==> config.mk <==
export PLATFORM = sky130hd
export DESIGN_NAME = icache_replacement
export DESIGN_NICKNAME = d
export VERILOG_FILES = /design/src/icache_pkg.sv /design/src/icache_replacement.sv
export SDC_FILE = /design/constraint.sdc
export NUM_CORES = 1
export LEC_CHECK = 0
export BUFFER_PORTS_ARGS = -buffer_cell sky130_fd_sc_hd__buf_2
export CAP_MARGIN = 15
export CORE_UTILIZATION = 33
export DETAILED_ROUTE_END_ITERATION = 10
export SLEW_MARGIN = 25
export SYNTH_ARGS = -nofsm -noshare
export SYNTH_HDL_FRONTEND = slang
export SYNTH_SLANG_ARGS = --single-unit
==> constraint.sdc <==
create_clock -name clk -period 1.9 [get_ports clk]
set_input_delay 0.19 -clock clk [delete_from_list [all_inputs] [get_ports clk]]
set_output_delay 0.19 -clock clk [all_outputs]
set_load 0.02 [all_outputs]
==> src/icache_pkg.sv <==
package icache_pkg;

    // address geometry
    localparam int ADDR_WIDTH     = 32;
    localparam int OFFSET_WIDTH   = 4;                     // byte offset within a line
    localparam int WORDS_PER_LINE = 2 ** (OFFSET_WIDTH - 2);
    localparam int INDEX_WIDTH    = 6;
    localparam int NUM_SETS       = 2 ** INDEX_WIDTH;
    localparam int TAG_WIDTH      = ADDR_WIDTH - INDEX_WIDTH - OFFSET_WIDTH;

    // associativity
    localparam int NUM_WAYS = 2;

    typedef logic [ADDR_WIDTH-1:0]          addr_t;
    typedef logic [31:0]                    word_t;
    typedef logic [TAG_WIDTH-1:0]           tag_t;
    typedef logic [INDEX_WIDTH-1:0]         index_t;
    typedef logic [OFFSET_WIDTH-3:0]        woff_t;   // word offset within a line
    typedef logic [WORDS_PER_LINE*32-1:0]   line_t;   // word 0 sits in the low bits
    typedef logic [$clog2(NUM_WAYS)-1:0]    way_t;

    // refill controller states
    typedef enum logic [1:0] {
        RF_IDLE,    // nothing outstanding
        RF_FETCH,   // issuing word addresses and collecting data
        RF_FILL     // single cycle line write
    } refill_state_t;

endpackage
==> src/icache_replacement.sv <==
module icache_replacement (
    input  logic                clk,
    input  logic                rst_n,
    input  icache_pkg::index_t  index,
    input  logic                fill_en,
    output icache_pkg::way_t    victim
);
    import icache_pkg::*;

    logic [NUM_SETS-1:0] ptr;   // one round-robin bit per set

    assign victim = way_t'(ptr[index]);

    // the fill writes the current victim, the pointer moves on at the same edge
    always_ff @(posedge clk or negedge rst_n)
    begin
        if (!rst_n)
        begin
            ptr <= '0;
        end
        else if (fill_en)
        begin
            ptr[index] <= ~ptr[index];
        end
    end

endmodule

[Word-level counts from Yosys, hierarchy flattened]
Cells that the tools add are included.
Cells by class
  magnitude comparators: 2
  muxes and demuxes: 5
  bitwise operators: 1
  reduce and logical (&&, ||, !) cells: 1
Operators by type and width (number)
  $bwmux W64: 1
  $lt A6 B7 Y1 const B: 1
  $bmux W1 S6: 1
  $demux W1 S6: 1
  $ge A6 B1 Y1 const B: 1
  $mux W1: 2
  $logic_and A1 B1 Y1: 1
  $not A1 Y1: 1
Word-level totals
  bits in registers: 64
  input port bits: 9
  output and inout port bits: 1
  logic and storage cells: 10

[Logic depth before layout (Yosys ltp)]
  depth in word-level cells: 5
  mapped depth: 9
  depth with buffers taken out: 6

[Worst setup path before layout]
No wires, ideal clock.
  path kind: input -> output
  start: input port index[1]
  end: output port victim
  data arrival time: 1.774 ns
  data required time: 1.710 ns
  path slack: -0.064 ns
  cell stages on the path: 8
  buffers on the path: 3
  cells stage by stage: buf_6 -> buf_8 -> buf_4 -> mux4_2 -> nand4_1 -> o31ai_2 -> nor3_1 -> nand4b_1
Between the ends
  longest elaborated chain between the ends: 2
Ends and longest elaborated chain
  from (decl): line icache_replacement.sv:4  | input icache_pkg::index_t index,
  $bmux W1 S6: line icache_replacement.sv:12  | assign victim = way_t'(ptr[index]);
  $mux W1 (not written as such): line icache_replacement.sv:12
  to (decl): line icache_replacement.sv:6  | output icache_pkg::way_t victim
No other way between the ends. The select of a mux whose other input is x is not followed.

[Worst setup path after layout]
  start: register ptr[55]
  end: output port victim
Between the ends
  longest elaborated chain between the ends: 2
Ends and longest elaborated chain
  from (decl): line icache_replacement.sv:10  | logic [NUM_SETS-1:0] ptr;
  from (signal, indexed assignment): line icache_replacement.sv:23  | ptr[index] <= ~ptr[index];
  $bmux W1 S6: line icache_replacement.sv:12
  $mux W1 (not written as such): line icache_replacement.sv:12
No other way between the ends. The select of a mux whose other input is x is not followed.

==> results.md <==
## Floorplanning
- die height: 103 um
- chip width: 103 um
- core area: 9820 um^2
- Die Area: 10600 um^2
- Starting Density: 0.343
- row cnt: 36
- top-level I/O count: 10

## Cells and area
- synthesis-to-layout area growth: 19.9%
- number of filler cells placed in the layout: 998
- utilization after layout: 0.411
- Diodes inserted: 0
- most flop-heavy register: ptr
- final instance area: 4030 um^2
- Cell Count, Final, Fillers Out: 495
- fraction of layout instances using a drive strength above 1: 0.318
- net count reported at finish: 367
- largest registers ranked by flip-flop count: ptr (64)
- flip-flop count of the largest register, all copies and words added: 64

## Logic synthesis
- total number of yosys warnings: 0
- number of storage elements in the synthesis netlist: 64
- average cell area after synthesis: 10.6 um^2
- leading cell types by total area after synthesis: sky130_fd_sc_hd__dfrtp_1 (48%), sky130_fd_sc_hd__o31ai_1 (8.9%), sky130_fd_sc_hd__o21ai_0 (7.7%)
- share of flip-flops with an asynchronous set or reset: 1.00
- library cell occupying the most area in the post-synthesis netlist: sky130_fd_sc_hd__dfrtp_1
- most common flop cell mapped by yosys: sky130_fd_sc_hd__dfrtp_1
- synthesized net count: 327
- number of enable-type register cells in the synthesized netlist: 0
- share of the synthesized area in the top cell type: 0.476
- gate count after technology mapping: 318
- Netlist Area Pre-Place: 3360 um^2
- number of distinct library cell variants in the gate-level netlist after synthesis: 39
- fraction of the yosys area taken by sequential cells: 0.476

## Timing
- final worst hold slack: 0.353 ns
- clock skew: 0.00694 ns
- highest clock rate: 452 MHz
- final worst-path setup slack: -0.310 ns
- crit path time final: 2.21 ns
- final sum of negative setup slack: -0.310 ns
- part of the cycle the worst path needs: 1.16
- slew at the pin closest to its max-slew limit: 0.553 ns
- unrepaired setup endpoints after global routing: yes
- max_slew headroom: 0.631
- final setup vio count: 1
- Final Hold Violating Endpoints: 0
- number of slew-limit violations in the final report: 0

## Placement
- estimated wirelength of the detail-placed design: 5.78 mm
- count of input and output buffers: 9
- worst slack at placement: -0.136 ns
- placed cell count: 479
- gpl congestion: 0.808
- post-detailed-placement cell area: 3820 um^2

## Clocking
- Root Buffer Master: sky130_fd_sc_hd__clkbuf_8
- post-CTS setup-driven buffer insertion count: 0
- buffer depth of the longest clock path: 2
- number of buffers created by CTS: 9
- H-tree depth reported by CTS: 3
- CTS tree: yes
- clock latency on the worst-skew pair: 0.34 ns
- TritonCTS sink count: 64
- CTS clk-pin slew, worst paths: 0.07 ns

## Pwr
- switching power of the nets: 1.03 mW
- internal power consumption: 2.63 mW
- share of total power in combinational logic: 0.204
- VDD IR max: 0.362 mV
- register share of total power: 0.485
- Power Total: 3.66 mW
- P per Cell Area: 907 nW/um^2
- part of the power in the clock network: 0.311
- Static Leakage: 1.64 nW
- Switching Share: 0.281

## Drt
- number of antenna-violating nets in the routed design: 0
- DRC violation count after routing: 0
- first drt pass iteration count: 5
- detailed-route wire length per cell: 16.3 um
- final wirelength: 8.09 mm
- via count: 2642
- DR iter-0 viols: 100
- average via count per standard cell: 5.34

## Run status
- outcome: finished with violations
- violations in the final reports: setup timing

## Critical path
- data arrival time of the worst path: 2.02 ns
- critical-path cell list: mux2_4, a221o_1, a21oi_2, nor2_1, nor3_1, nand4b_1, buf_4
- element type at the critical path end: output pin
- slowest library cell on the worst path: sky130_fd_sc_hd__dfrtp_1
- WS Path Type: flop to output pin
- maximum fanout count along the critical path: 2
- crit start category: flop
- Largest stage delay, worst path: 0.39 ns
- worst endpoint required time: 1.71 ns

## GRT
- total track usage: 0.169
- largest net degree at the start of global routing: 43
- GRT Residual Overflow: 0
- global-route wire length before repair: 13.5 mm
- vias in the first global route: 2609
- initial antenna violation count: 0

## Run
- max_cap viols: 0

## Min path
- type of the most critical hold path: input pin to flop

-- worst max-delay path, delay by kind of cell (launching register included) --
family	cells	cell delay (ns)
compound gates	2	0.49
flops	1	0.39
mux	1	0.27
simple gates	3	0.35
buf+inv	1	0.19
-- final timing paths --
check                                    start                   to  slack [ns]  cells after the start
min                                    fill_en  ptr[57]$_DFFE_PN0P_        0.35                      3
max reg2reg                ptr[15]$_DFFE_PN0P_  ptr[18]$_DFFE_PN0P_        0.16                      6
max in group asynchronous                rst_n  ptr[24]$_DFFE_PN0P_        0.91                      3
min in group asynchronous                rst_n  ptr[16]$_DFFE_PN0P_        0.38                      2
min reg2reg                ptr[58]$_DFFE_PN0P_  ptr[58]$_DFFE_PN0P_        0.51                      2
max                        ptr[55]$_DFFE_PN0P_               victim       -0.31                      7
-- routing by layer --
layer	part of all wire	GRT usage	up-vias
li1	-	-	1278
met1	0.47	0.228	1306
met2	0.47	0.264	47
met3	0.037	0.0298	11
met4	0.019	0.0791	0
met5	0	0	-
-- synthesized netlist by cell type (2+ instances only) --
master	count
sky130_fd_sc_hd__dfrtp_1	64
sky130_fd_sc_hd__o21ai_0	52
sky130_fd_sc_hd__o31ai_1	40
sky130_fd_sc_hd__nor2_1	23
sky130_fd_sc_hd__mux2_2	20
sky130_fd_sc_hd__clkbuf_1	19
sky130_fd_sc_hd__nand2_1	13
sky130_fd_sc_hd__o31ai_2	9
sky130_fd_sc_hd__a21oi_1	8
sky130_fd_sc_hd__mux2i_1	7
sky130_fd_sc_hd__nand3_1	7
sky130_fd_sc_hd__nand3b_1	6
sky130_fd_sc_hd__nor2b_1	5
sky130_fd_sc_hd__a22oi_1	4
sky130_fd_sc_hd__buf_2	4
sky130_fd_sc_hd__buf_4	4
sky130_fd_sc_hd__mux4_2	4
sky130_fd_sc_hd__a221oi_1	3
sky130_fd_sc_hd__nor3_1	3
sky130_fd_sc_hd__buf_6	2
sky130_fd_sc_hd__inv_1	2
sky130_fd_sc_hd__o22ai_1	2
-- cells in the final DEF (no fill, tap or decap), drive strengths merged, types with 4 or more instances in the layout --
cell | synthesis | final
nand3 | 7 | 7
o31ai | 50 | 50
clkbuf | 19 | 12
nor2 | 23 | 23
nand2 | 13 | 13
mux4 | 4 | 4
a22oi | 5 | 5
mux2i | 7 | 7
o21ai | 53 | 53
nor2b | 6 | 6
dfrtp | 64 | 64
nand3b | 6 | 6
buf | 11 | 58
mux2 | 21 | 21
a21oi | 8 | 8
-- power groups by stage --
stage	clock network (mW)	logic, mW	registers (mW)
finish	1.14	0.747	1.77
global route	1.23	0.834	1.80
CTS	1.17	0.750	1.77
detailed placement	0	0.742	1.79
global placement	0	0.715	1.79
floorplan	0	0.543	1.74
-- cell families (layout without fill, tap and decap cells) --
family | Yosys count | after routing | share of synthesized area
multiplexers | 32 | 32 | 0.119
AND/OR/NAND/NOR | 62 | 62 | 0.0885
flip-flops | 64 | 64 | 0.476
AO/OA/AOI/OAI | 128 | 128 | 0.267
buffers and inverters | 32 | 76 | 0.0495
-- area by class of cell --
| cell class | count | area, um^2 | share of cell area |
|---|---|---|---|
| clock inverters | 3 | 42.5 | 0.0105 |
| well taps | 133 | 166 | 0.0413 |
| inverters | 2 | 7.51 | 0.00186 |
| repair buffers | 59 | 450 | 0.112 |
| flip-flops and latches | 64 | 1600 | 0.397 |
| clock buffers | 12 | 145 | 0.0360 |
| multi-input cells | 222 | 1620 | 0.401 |
-- timing repair --
item	in CTS	in global routing
pin swaps	2	3
resized for setup	3	2
hold buffers	1	0
endpoints found under the hold margin	22	0
setup endpoints to repair	1	2
Note: power is estimated with default switching activity, not from simulation.
