File: src/icache_pkg.sv
package icache_pkg;

    // address geometry
    localparam int ADDR_WIDTH     = 32;
    localparam int OFFSET_WIDTH   = 4;                     // byte offset within a line
    localparam int WORDS_PER_LINE = 2 ** (OFFSET_WIDTH - 2);
    localparam int INDEX_WIDTH    = 6;
    localparam int NUM_SETS       = 2 ** INDEX_WIDTH;
    localparam int TAG_WIDTH      = ADDR_WIDTH - INDEX_WIDTH - OFFSET_WIDTH;

    // associativity
    localparam int NUM_WAYS = 2;

    typedef logic [ADDR_WIDTH-1:0]          addr_t;
    typedef logic [31:0]                    word_t;
    typedef logic [TAG_WIDTH-1:0]           tag_t;
    typedef logic [INDEX_WIDTH-1:0]         index_t;
    typedef logic [OFFSET_WIDTH-3:0]        woff_t;   // word offset within a line
    typedef logic [WORDS_PER_LINE*32-1:0]   line_t;   // word 0 sits in the low bits
    typedef logic [$clog2(NUM_WAYS)-1:0]    way_t;

    // refill controller states
    typedef enum logic [1:0] {
        RF_IDLE,    // nothing outstanding
        RF_FETCH,   // issuing word addresses and collecting data
        RF_FILL     // single cycle line write
    } refill_state_t;

endpackage
File: src/icache_refill_ctrl.sv
module icache_refill_ctrl (
    input  logic               clk,
    input  logic               rst_n,
    input  logic               miss,
    input  logic               mem_addr_ok,
    input  logic               mem_data_ok,
    input  icache_pkg::word_t  mem_read_data,
    output logic               mem_req,
    output icache_pkg::woff_t  addr_woff,
    output logic               fill_en,
    output icache_pkg::line_t  fill_line
);
    import icache_pkg::*;

    refill_state_t state, state_next;

    woff_t addr_cnt;    // next word address to issue
    logic  addr_done;   // all line addresses accepted
    woff_t data_cnt;    // words returned so far
    line_t line_buf;

    // addresses keep going while data lags behind
    assign mem_req   = (state == RF_FETCH) && !addr_done;
    assign addr_woff = addr_cnt;
    assign fill_en   = (state == RF_FILL);
    assign fill_line = line_buf;

    always_comb
    begin
        state_next = state;
        case (state)
            RF_IDLE:
            begin
                if (miss)
                begin
                    state_next = RF_FETCH;
                end
            end
            RF_FETCH:
            begin
                if (mem_data_ok && (data_cnt == '1))   // last word of the line
                begin
                    state_next = RF_FILL;
                end
            end
            default: state_next = RF_IDLE;   // RF_FILL lasts one cycle
        endcase
    end

    always_ff @(posedge clk or negedge rst_n)
    begin
        if (!rst_n)
        begin
            state     <= RF_IDLE;
            addr_cnt  <= '0;
            addr_done <= 1'b0;
            data_cnt  <= '0;
        end
        else
        begin
            state <= state_next;
            if (state == RF_IDLE)
            begin
                addr_cnt  <= '0;
                addr_done <= 1'b0;
                data_cnt  <= '0;
            end
            else if (state == RF_FETCH)
            begin
                if (mem_req && mem_addr_ok)
                begin
                    addr_cnt  <= addr_cnt + 1'b1;
                    addr_done <= (addr_cnt == '1);
                end
                if (mem_data_ok)
                begin
                    data_cnt <= data_cnt + 1'b1;
                end
            end
        end
    end

    // words arrive in order, shift in from the top so word 0 ends up lowest
    always_ff @(posedge clk)
    begin
        if ((state == RF_FETCH) && mem_data_ok)
        begin
            line_buf <= {mem_read_data, line_buf[$bits(line_t)-1:$bits(word_t)]};
        end
    end

endmodule

File: config.mk
export PLATFORM = sky130hd
export DESIGN_NAME = icache_refill_ctrl
export DESIGN_NICKNAME = d
export VERILOG_FILES = /design/src/icache_pkg.sv /design/src/icache_refill_ctrl.sv
export SDC_FILE = /design/constraint.sdc
export NUM_CORES = 1
export LEC_CHECK = 0
export BUFFER_PORTS_ARGS = -buffer_cell sky130_fd_sc_hd__clkbuf_2
export CAP_MARGIN = 5
export CORE_MARGIN = 1
export CORE_UTILIZATION = 34
export DETAILED_ROUTE_END_ITERATION = 12
export GPL_TIMING_DRIVEN = 0
export PLACE_DENSITY = 0.57
export SLEW_MARGIN = 30
export SYNTH_ARGS = -nofsm -noshare
export SYNTH_HDL_FRONTEND = slang
export SYNTH_SLANG_ARGS = --single-unit
File: constraint.sdc
create_clock -name clk -period 9.32 [get_ports clk]
set_input_delay 1.398 -clock clk [delete_from_list [all_inputs] [get_ports clk]]
set_output_delay 1.398 -clock clk [all_outputs]
set_load 0.005 [all_outputs]
Word level (Yosys, flattened, before mapping)

Index checks and enable logic that the tools add are counted.

Flip-flop bits (word level): 135
Bits of input ports: 37
Word-level logic and storage cells: 37

$add $sub $neg: 2
Equality and inequality tests: 6
Muxes and demuxes: 12
Reductions and logical operators: 12

Operator list:

| operator              | number |
|---|---|
| $mux W2               | 8 |
| $eq A2 B2 Y1 const B  | 3 |
| $reduce_and A2 Y1     | 3 |
| $reduce_bool A2 Y1    | 3 |
| $add A2 B1 Y2 const B | 2 |
| $logic_and A1 B1 Y1   | 4 |
| $pmux W2 S2           | 1 |
| $mux W1               | 3 |
| $eq A2 B1 Y1 const B  | 1 |
| $logic_not A2 Y1      | 1 |
| $ne A2 B1 Y1 const B  | 1 |
| $ne A2 B2 Y1 const B  | 1 |
| $logic_not A1 Y1      | 1 |

Logic depth before layout (Yosys ltp)

Gate-level depths: netlist of run 1.

Depth after elaboration: 6
Mapped depth: 4
Gate-level depth less buffers: 4

Least setup slack after synthesis of run 1

No wires, ideal clock.

Kind: in2reg
Start: input port mem_data_ok
End: register line_buf[0] (netlist: fill_line[0]), enable pin
Arrival: 6.727 ns
Slack: 1.975 ns
Cell stages on the path: 2
Path buffers: 0
Cell sequence: inv_1 > nor2_1

Word-level cells in the longest chain between the ends: 1

RTL lines:

| element              | line                     | source |
|---|---|---|
| start, declared      | icache_refill_ctrl.sv:6  | `input logic mem_data_ok,` |
| $logic_and A1 B1 Y1  | icache_refill_ctrl.sv:86 | `if ((state == RF_FETCH) && mem_data_ok)` |
| end signal, assigned | icache_refill_ctrl.sv:88 | `line_buf <= {mem_read_data, line_buf[$bits(line_t)-1:$bits(word_t)]};` |
| end, declared        | icache_refill_ctrl.sv:20 | `line_t line_buf;` |

Every way passes these cells.
A chain may end at the register's enable or synchronous reset.

Worst setup path after layout of run 1

Start: register state[1]
End: output port fill_en

Word-level cells in the longest chain between the ends: 1

RTL lines:

| element                | line                     | source |
|---|---|---|
| start, declared        | icache_refill_ctrl.sv:15 | `refill_state_t state, state_next;` |
| start signal, assigned | icache_refill_ctrl.sv:61 | `state <= state_next;` |
| $eq A2 B2 Y1           | icache_refill_ctrl.sv:25 | `assign fill_en = (state == RF_FILL);` |
| end, declared          | icache_refill_ctrl.sv:10 | `output logic fill_en,` |

Every way passes these cells.

==> results of run 1 <==
-- cell usage after synthesis (all sizes together) (2+ instances only) --
cell type / instances
nand2: 6
o21ai: 2
nand2b: 2
nor2: 5
nor2b: 2
inv: 2
dfrtp: 7
nand3: 2
edfxtp: 128
ha: 2
-- cells by family (layout without fill, tap and decap cells) --
| logic type | count (synthesis) | count (layout) |
|---|---|---|
| simple gates | 22 | 22 |
| fa+ha+maj | 2 | 2 |
| flops | 135 | 135 |
| compound gates | 6 | 6 |
| buf+inv | 4 | 210 |
-- worst paths after layout --
| path | start | end | slack [ps] |
|---|---|---|---|
| max | state[1] | fill_en | 6690 |
| min | fill_line[85] | fill_line[53] | 440 |
| max reg2reg | state[1] | fill_line[94] | 7440 |
| min reg2reg | fill_line[85] | fill_line[53] | 440 |
| max in group asynchronous | rst_n | state[1] | 8330 |
| min in group asynchronous | rst_n | data_cnt[0] | 820 |
-- flip-flops by register name, summed over array words and instances (netlist names) --
| register | flops |
|---|---|
| fill_line | 128 |
| addr_done | 1 |
| data_cnt | 2 |
| state | 2 |
| addr_woff | 2 |
-- layout make-up --
type                       instances  share of cell area, %
sequential                       135                  66.12
timing repair buffer             174                  16.55
clock buffer                      17                  6.999
multi-input combinational         30                  3.458
tap                              168                  3.458
clock inverter                    15                  3.047
buffer                             2                 0.2470
inverter                           2                 0.1235
-- per-stage QoR --
stage	hold slack, ps	area [um^2]
after floorplan	452.1	4244
after detailed placement	433.4	5468
after global routing	457.1	6078
final	443.5	6078
after global placement	430.6	5295
after CTS	443.7	6078
-- routing by layer --
metal | GRT usage, % | vias to the layer above
met5 | 0 | -
met4 | 8.772 | 0
met3 | 5.792 | 15
met2 | 18.33 | 110
met1 | 14.15 | 1089
li1 | - | 1058
-- cells in the final DEF (no fill, tap or decap) --
| cell type | instances |
|---|---|
| a211o_1 | 1 |
| a21oi_1 | 1 |
| a311oi_2 | 1 |
| and3_1 | 1 |
| buf_16 | 6 |
| buf_4 | 1 |
| bufinv_16 | 4 |
| clkbuf_16 | 17 |
| clkbuf_2 | 168 |
| clkbuf_4 | 1 |
| clkinv_1 | 3 |
| clkinv_2 | 3 |
| clkinv_4 | 1 |
| clkinvlp_4 | 4 |
| dfrtp_1 | 7 |
| edfxtp_1 | 128 |
| ha_1 | 2 |
| inv_1 | 2 |
| nand2_1 | 6 |
| nand2b_4 | 2 |
| nand3_1 | 2 |
| nand4b_1 | 1 |
| nor2_1 | 4 |
| nor2_4 | 1 |
| nor2b_1 | 2 |
| nor3_2 | 1 |
| nor3b_1 | 1 |
| o21ai_1 | 2 |
| o22a_1 | 1 |
| or3_1 | 1 |
-- critical path: stages (launching register included) --
cell      delay (ps)
dfrtp_1          360
clkbuf_4         210
nor2b_1          140
clkbuf_2         110
-- power by group through the flow --
stage | clock network [uW] | logic [uW] | registers [uW]
floorplan | 0 | 101 | 1020
global placement | 0 | 309 | 1020
detailed placement | 0 | 374 | 986
CTS | 697 | 375 | 974
global route | 722 | 402 | 993
finish | 680 | 364 | 971
==> results.yml, run 1 <==
status:
  outcome: "complete, no violations"
synthesis:
  synth_edf_count: 128
  synth_mux_area_share_pct: 0
  ys_seq_area_share_pct: 94.69
  synth.avg_cell_area_um2: 25.11
  yosys_warnings: 0
  ys.flop_type: "edfxtp_1"
  synthArstFlopShare_pct: 5.185
  synth_top_area_share_pct: 90.57
  synth_xor_area_share_pct: 0
  ys_types: 21
  synth_fa_ha_area_share_pct: 0.5896
  yosys.area.top_type: "edfxtp_1"
  synth_compound_area_share_pct: 1.120
  synthCells: 169
  syn-cell-area_um2: 4244
  netlist_top_cells_area: "edfxtp_1, dfrtp_1, nand2b_4"
  synth_top_family_by_area: "simple AND/OR/NAND/NOR gates"
  synth_seq_cells: 135
  synth_simple_gate_area_share_pct: 3.066
  syn-num-nets: 208
clocking:
  cts_tree: "built"
  cts_max_path_buffers: 2
  cts_hold_buf: 0
  cts-root-buf: "clkbuf_16"
  clk_pin_slew_ps: 60
  clk_latency_ps: 410
  cts_inserted_buffers: 17
  cts_sinks: 135
  post_cts_resized: 0
  postCtsSetupBuffers: 0
  htreeDepth: 4
timing:
  setup_ws_ps: 6688
  drv_slew: 0
  fmax_ghz: 0.3800
  setup_tns_ps: 0
  slew_headroom_pct: 66.61
  finalHoldViolCount: 0
  rsz0062_at_grt: "false"
  tightest_slew_ps: 499.7
  fin_skew_ps: 3.470
  min_period_ps: 2632
  fin_crit_sh_pct: 28.24
  setup_viol: 0
floorplan:
  die_area_um2: 12930
  ios: 169
  start_util_pct: 35.04
  fp.dieW_um: 113.7
  num_rows: 40
  core_area_um2: 12110
  die_h_um: 113.7
cells_and_area:
  multi_input_area_um2: 210.2
  fin_nets: 401
  layout.area.seq_um2: 4019
  area_growth_pct: 43.22
  diodes: 0
  drive_above_1_share_pct: 56.00
  fill_cells: 1068
  fin_util_pct: 50.19
  stdcell_count: 543
power_and_ir_drop:
  power_density_nw_per_um2: 331.5
  p_int_uw: 1515
  swShare_pct: 24.81
  p_leak_uw: 0.002499
  total_power_uw: 2015
  switchingPower_uw: 499.8
  seq_power_share_pct: 48.2
  pwr-share-clk_pct: 33.7
  p_comb_share_pct: 18.1
  ir_drop_v: 0.0001551
routing:
  wl_um: 7608
  drc: 0
  num_vias: 2272
  dr.pass1.iters: 6
  top_layer: "met4"
  drt-met1-wl_um: 3035
  vias_per_cell: 4.184
  drt_iter0_drc: 113
  wl_met2_um: 3693
  ant_nets: 0
  wl_met3_um: 672
  wl_per_cell_um: 14.01
placed_design:
  dpl.hpwl_um: 5408
  gp_congestion: 0.6733
  place_ws_ps: 6305
  port_buffers: 168
  place_inst: 511
global_routing:
  overflow: 0
  grt_max_degree: 25
  grt_pass1_wl_um: 11430
  track_usage_pct: 12.37
  first_global_vias: 2225
  antenna_found_initial: 0
critical_path:
  path_max_fanout: 10
  arrival_ps: 1230
  reg2reg_depth: 5
  path_class: "reg2out"
  worstPathRequired_ps: 7920
  crit_path_end_kind: "output port"
  start_kind: "flip-flop"
min_path:
  min_path_cells: 0
  hold_class: "reg2reg"
run:
  max_cap_violations: 0
Power figures use the tool's default switching activity.
==> run 2, diff against run 1 <==
PLACE_DENSITY = 0.6   (was 0.57)
clock period = 2.37 ns   (was 9.32 ns; I/O delays follow)
==> results.yml, run 2 (synthesis results as in run 1) <==
power_and_ir_drop:
  p_comb_share_pct: 18.4
  seq_power_share_pct: 49.9
  swShare_pct: 25.13
  p_leak_uw: 0.002485
  power_density_nw_per_um2: 1273
  switchingPower_uw: 1924
  ir_drop_v: 0.0005500
  pwr-share-clk_pct: 31.7
  p_int_uw: 5732
cells_and_area:
  diodes: 0
  stdcell_count: 544
  area_growth_pct: 41.69
  largest_reg_flops: 128
  fin_nets: 402
  most-common-layout-cells: "clkbuf_2, edfxtp_1, clkbuf_16, clkinv_2, dfrtp_1"
  final_common_cell: "clkbuf_2"
  fin_util_pct: 49.65
  drive_above_1_share_pct: 55.59
clocking:
  cts_sinks: 135
  cts_max_path_buffers: 2
  htreeDepth: 4
  cts_hold_buf: 1
  cts_inserted_buffers: 17
  cts-root-buf: "clkbuf_16"
  clk_latency_ps: 410
  clk_pin_slew_ps: 60
  postCtsSetupBuffers: 0
  cts_tree: "built"
  post_cts_resized: 0
critical_path:
  r2r_setup_slack_ps: 580
  r2r_end: "fill_line[65]"
  crit_path_end_kind: "flip-flop"
  path_cells: "nand2b_4 > nor2_4 > buf_8 > buf_16 > buf_16"
  crit_family: "buffers and inverters"
  path_class: "reg2reg"
  path_max_fanout: 23
  worstPathRequired_ps: 2480
  cpPeakStageDelay_ps: 390
  r2r-start: "state[1]"
  crit_slowest_cell: "dfrtp_1"
  critPathBufInv: 3
  start_kind: "flip-flop"
  reg2reg_depth: 5
  arrival_ps: 1900
  crit_path_frequent_cell: "buf_16"
timing:
  min_period_ps: 1789
  fin_skew_ps: 8.497
  setup_viol: 0
  rsz0062_at_grt: "false"
  tightest_slew_ps: 385.9
  fmax_ghz: 0.5590
  fin_crit_sh_pct: 75.48
  finalHoldViolCount: 0
  drv_slew: 0
  slew_headroom_pct: 74.21
placed_design:
  port_buffers: 168
  gp_congestion: 0.6697
  dpl.hpwl_um: 5449
  place_inst: 511
global_routing:
  track_usage_pct: 12.19
  grt_max_degree: 27
  first_global_vias: 2184
  overflow: 0
  grt_pass1_wl_um: 11430
  antenna_found_initial: 0
routing:
  vias_per_cell: 4.222
  ant_nets: 0
  drt_iter0_drc: 152
  dr.pass1.iters: 4
  drc: 0
  wl_um: 7585
  wl_per_cell_um: 13.94
  num_vias: 2297
run:
  max_cap_violations: 0
min_path:
  hold_end: "fill_line[102]"
  hold_class: "in2reg"
  hold_start: "mem_read_data[6]"
  min_path_cells: 1
floorplan:
  fp.dieW_um: 113.7
  num_rows: 40
  die_h_um: 113.7
  die_area_um2: 12930
  start_util_pct: 35.04
  core_area_um2: 12110
  ios: 169
status:
  outcome: "complete, no violations"
run 2: cell count changes in the layout (fill, tap and decap cells not counted), sizes merged:
| cell | before | now |
|---|---|---|
| clkinvlp | 4 | 1 |
| bufinv | 4 | 2 |
| clkbuf | 186 | 190 |
| clkinv | 7 | 8 |
| dlygate4sd3 | 0 | 1 |
run 2: worst max path at each step:
stage / endpoint / slack (ps) / startpoint / depth (start not counted)
after floorplan: fill_line[0] / -460 / state[1] / 2
after global routing: fill_line[65] / 480 / state[1] / 5
after CTS: fill_line[65] / 550 / state[1] / 5
final: fill_line[65] / 580 / state[1] / 5
after detailed placement: fill_line[48] / 470 / mem_data_ok / 6
after global placement: fill_line[33] / -1220 / mem_data_ok / 3
run 2: stage by stage:
step	TNS (ps)	instance area [um^2]	setup WS, ps	hold WS, ps	power, uW
final	0	6013	581.1	116.4	7657
after global routing	0	6013	484.8	97.28	8031
after CTS	0	6013	550.3	93.31	7777
after detailed placement	0	5455	474.2	203.8	5332
after global placement	-155230	5303	-1220	200.7	5111
after floorplan	-58410	4252	-456.3	59.91	4339
run 2: layout make-up:
type	instances	area, um^2
flip-flops and latches	135	4019
well taps	168	210.2
multi-input cells	30	210.2
inverters	2	7.507
clock inverters	11	107.6
fillers	1094	6098
plain buffers	2	15.01
repair buffers	175	1003
clock buffers	21	440.4
run 2: power groups by stage:
| stage | Clock, uW | Combinational [uW] | Sequential, uW |
|---|---|---|---|
| finish | 2430 | 1410 | 3820 |
| global placement | 0 | 1220 | 3890 |
| floorplan | 0 | 408 | 3930 |
| global route | 2570 | 1550 | 3910 |
| CTS | 2490 | 1460 | 3840 |
| detailed placement | 0 | 1450 | 3880 |
run 2: routing by layer:
metal / vias to the layer above / GRT usage (%) / share of wire (%)
li1: 1068 / - / -
met1: 1097 / 14.31 / 41
met2: 117 / 18.21 / 47
met3: 15 / 5.579 / 9.3
met4: 0 / 7.632 / 2.2
met5: - / 0 / 0
==> run 3, diff against run 2 <==
PLACE_DENSITY = 0.57   (was 0.6)
clock period = 1.8 ns   (was 2.37 ns; I/O delays follow)
==> results.yml, run 3 (synthesis results as in run 1) <==
status:
  outcome: "complete, no violations"
timing:
  slew_headroom_pct: 86.03
  setup_viol: 0
  drv_slew: 0
  finalHoldViolCount: 0
  fin_skew_ps: 8.638
  tightest_slew_ps: 209.1
  fin_crit_sh_pct: 83.65
  min_period_ps: 1506
  fmax_ghz: 0.6641
  rsz0062_at_grt: "false"
cells_and_area:
  diodes: 0
  most-common-layout-cells: "clkbuf_2, edfxtp_1, clkbuf_16, dfrtp_1, nand2_1"
  final_area_um2: 6086
  drive_above_1_share_pct: 56.99
  fin_nets: 405
  area_growth_pct: 43.40
  final_common_cell: "clkbuf_2"
  largest_reg_flops: 128
clocking:
  cts_inserted_buffers: 17
  clk_latency_ps: 410
  htreeDepth: 4
  cts_max_path_buffers: 2
  cts_tree: "built"
  post_cts_resized: 0
  clk_pin_slew_ps: 60
  cts-root-buf: "clkbuf_16"
  cts_sinks: 135
critical_path:
  path_class: "reg2out"
  arrival_ps: 1240
  r2r-start: "state[1]"
  worstPathRequired_ps: 1530
  start_kind: "flip-flop"
  crit_path_end_kind: "output port"
  startpoint: "state[1]"
  path_max_fanout: 10
  r2r_setup_slack_ps: 300
power_and_ir_drop:
  switchingPower_uw: 2607
  ir_drop_v: 0.0008401
  power_density_nw_per_um2: 1696
  total_power_uw: 10320
  swShare_pct: 25.26
  p_int_uw: 7713
  pwr-share-clk_pct: 32.6
  p_comb_share_pct: 18.6
  p_leak_uw: 0.002508
  seq_power_share_pct: 48.7
global_routing:
  overflow: 0
  grt_max_degree: 28
  antenna_found_initial: 0
  first_global_vias: 2196
  track_usage_pct: 12.03
  grt_pass1_wl_um: 11300
placed_design:
  dpl.hpwl_um: 5375
  port_buffers: 168
  placed_area_um2: 5440
  gp_congestion: 0.7233
routing:
  wl_per_cell_um: 13.99
  wl_um: 7650
  vias_per_cell: 4.181
  dr.pass1.iters: 4
  drc: 0
  drt_iter0_drc: 172
  num_vias: 2287
  ant_nets: 0
floorplan:
  num_rows: 40
  die_area_um2: 12930
  fp.dieW_um: 113.7
  ios: 169
  die_h_um: 113.7
  start_util_pct: 35.04
  core_area_um2: 12110
min_path:
  hold_start: "mem_read_data[5]"
  hold_class: "in2reg"
run:
  max_cap_violations: 0
## run 3: changes by cell type in the layout (fill, tap and decap cells not counted), sizes merged
cell | previous run | this run
clkinvlp | 1 | 5
clkbuf | 190 | 189
buf | 7 | 10
clkinv | 8 | 5
## run 3: power by group through the flow
stage	clock (uW)	combinational, uW	sequential (uW)
6_report	3370	1920	5030
3_5_place_dp	0	1890	5110
4_1_cts	3460	1970	5050
2_1_floorplan	0	537	5180
3_3_place_gp	0	1620	5130
5_1_grt	3570	2110	5130
## run 3: worst paths after layout
| path | cells after the start | to |
|---|---|---|
| min in group asynchronous | 2 | data_cnt[1] |
| setup reg to reg | 5 | fill_line[74] |
| hold / removal | 1 | fill_line[101] |
| setup / recovery | 3 | fill_en |
| hold reg to reg | 0 | fill_line[88] |
| max in group asynchronous | 2 | addr_woff[0] |
## run 3: what timing repair did
item                       4_1_cts  5_1_grt
setup buffers                    4        0
hold buffers                     1        0
setup endpoints to repair       47        0
hold endpoints to repair         7        0
## run 3: cell type report
class	instances	area (um^2)
tap	168	210.2
multi-input combinational	30	210.2
buffer	2	15.01
inverter	2	7.507
fill	1045	6026
timing repair buffer	178	1031
clock buffer	20	466.7
sequential	135	4019
clock inverter	12	126.4
## run 3: per-stage QoR
stage | TNS [ps] | setup slack (ps) | util [%] | hold WS, ps | instances
after floorplan | -131370 | -1026 | - | -25.59 | 169
after global placement | -225820 | -1771 | 43.78 | 114.6 | 505
after detailed placement | -3329 | -79.05 | 44.92 | 121.6 | 510
after CTS | 0 | 261.4 | 50.25 | 12.10 | 547
after global routing | 0 | 217.8 | 50.25 | 13.43 | 547
final | 0 | 294.3 | 50.25 | 34.87 | 547
## run 3: worst max-delay path, cell delays in order, from the launching register on
cell,delay (ps)
dfrtp_1,360
clkbuf_4,210
nor2b_1,140
clkbuf_2,110
## run 3: metal layers
metal | up-vias | track usage [%] | wire length (um) | share of wire (%)
met5 | - | 0 | 0 | 0
met4 | 0 | 5.000 | 101 | 1.3
met3 | 13 | 6.748 | 708 | 9.3
met2 | 108 | 18.46 | 3622 | 47
met1 | 1100 | 13.90 | 3218 | 42
li1 | 1066 | - | - | -
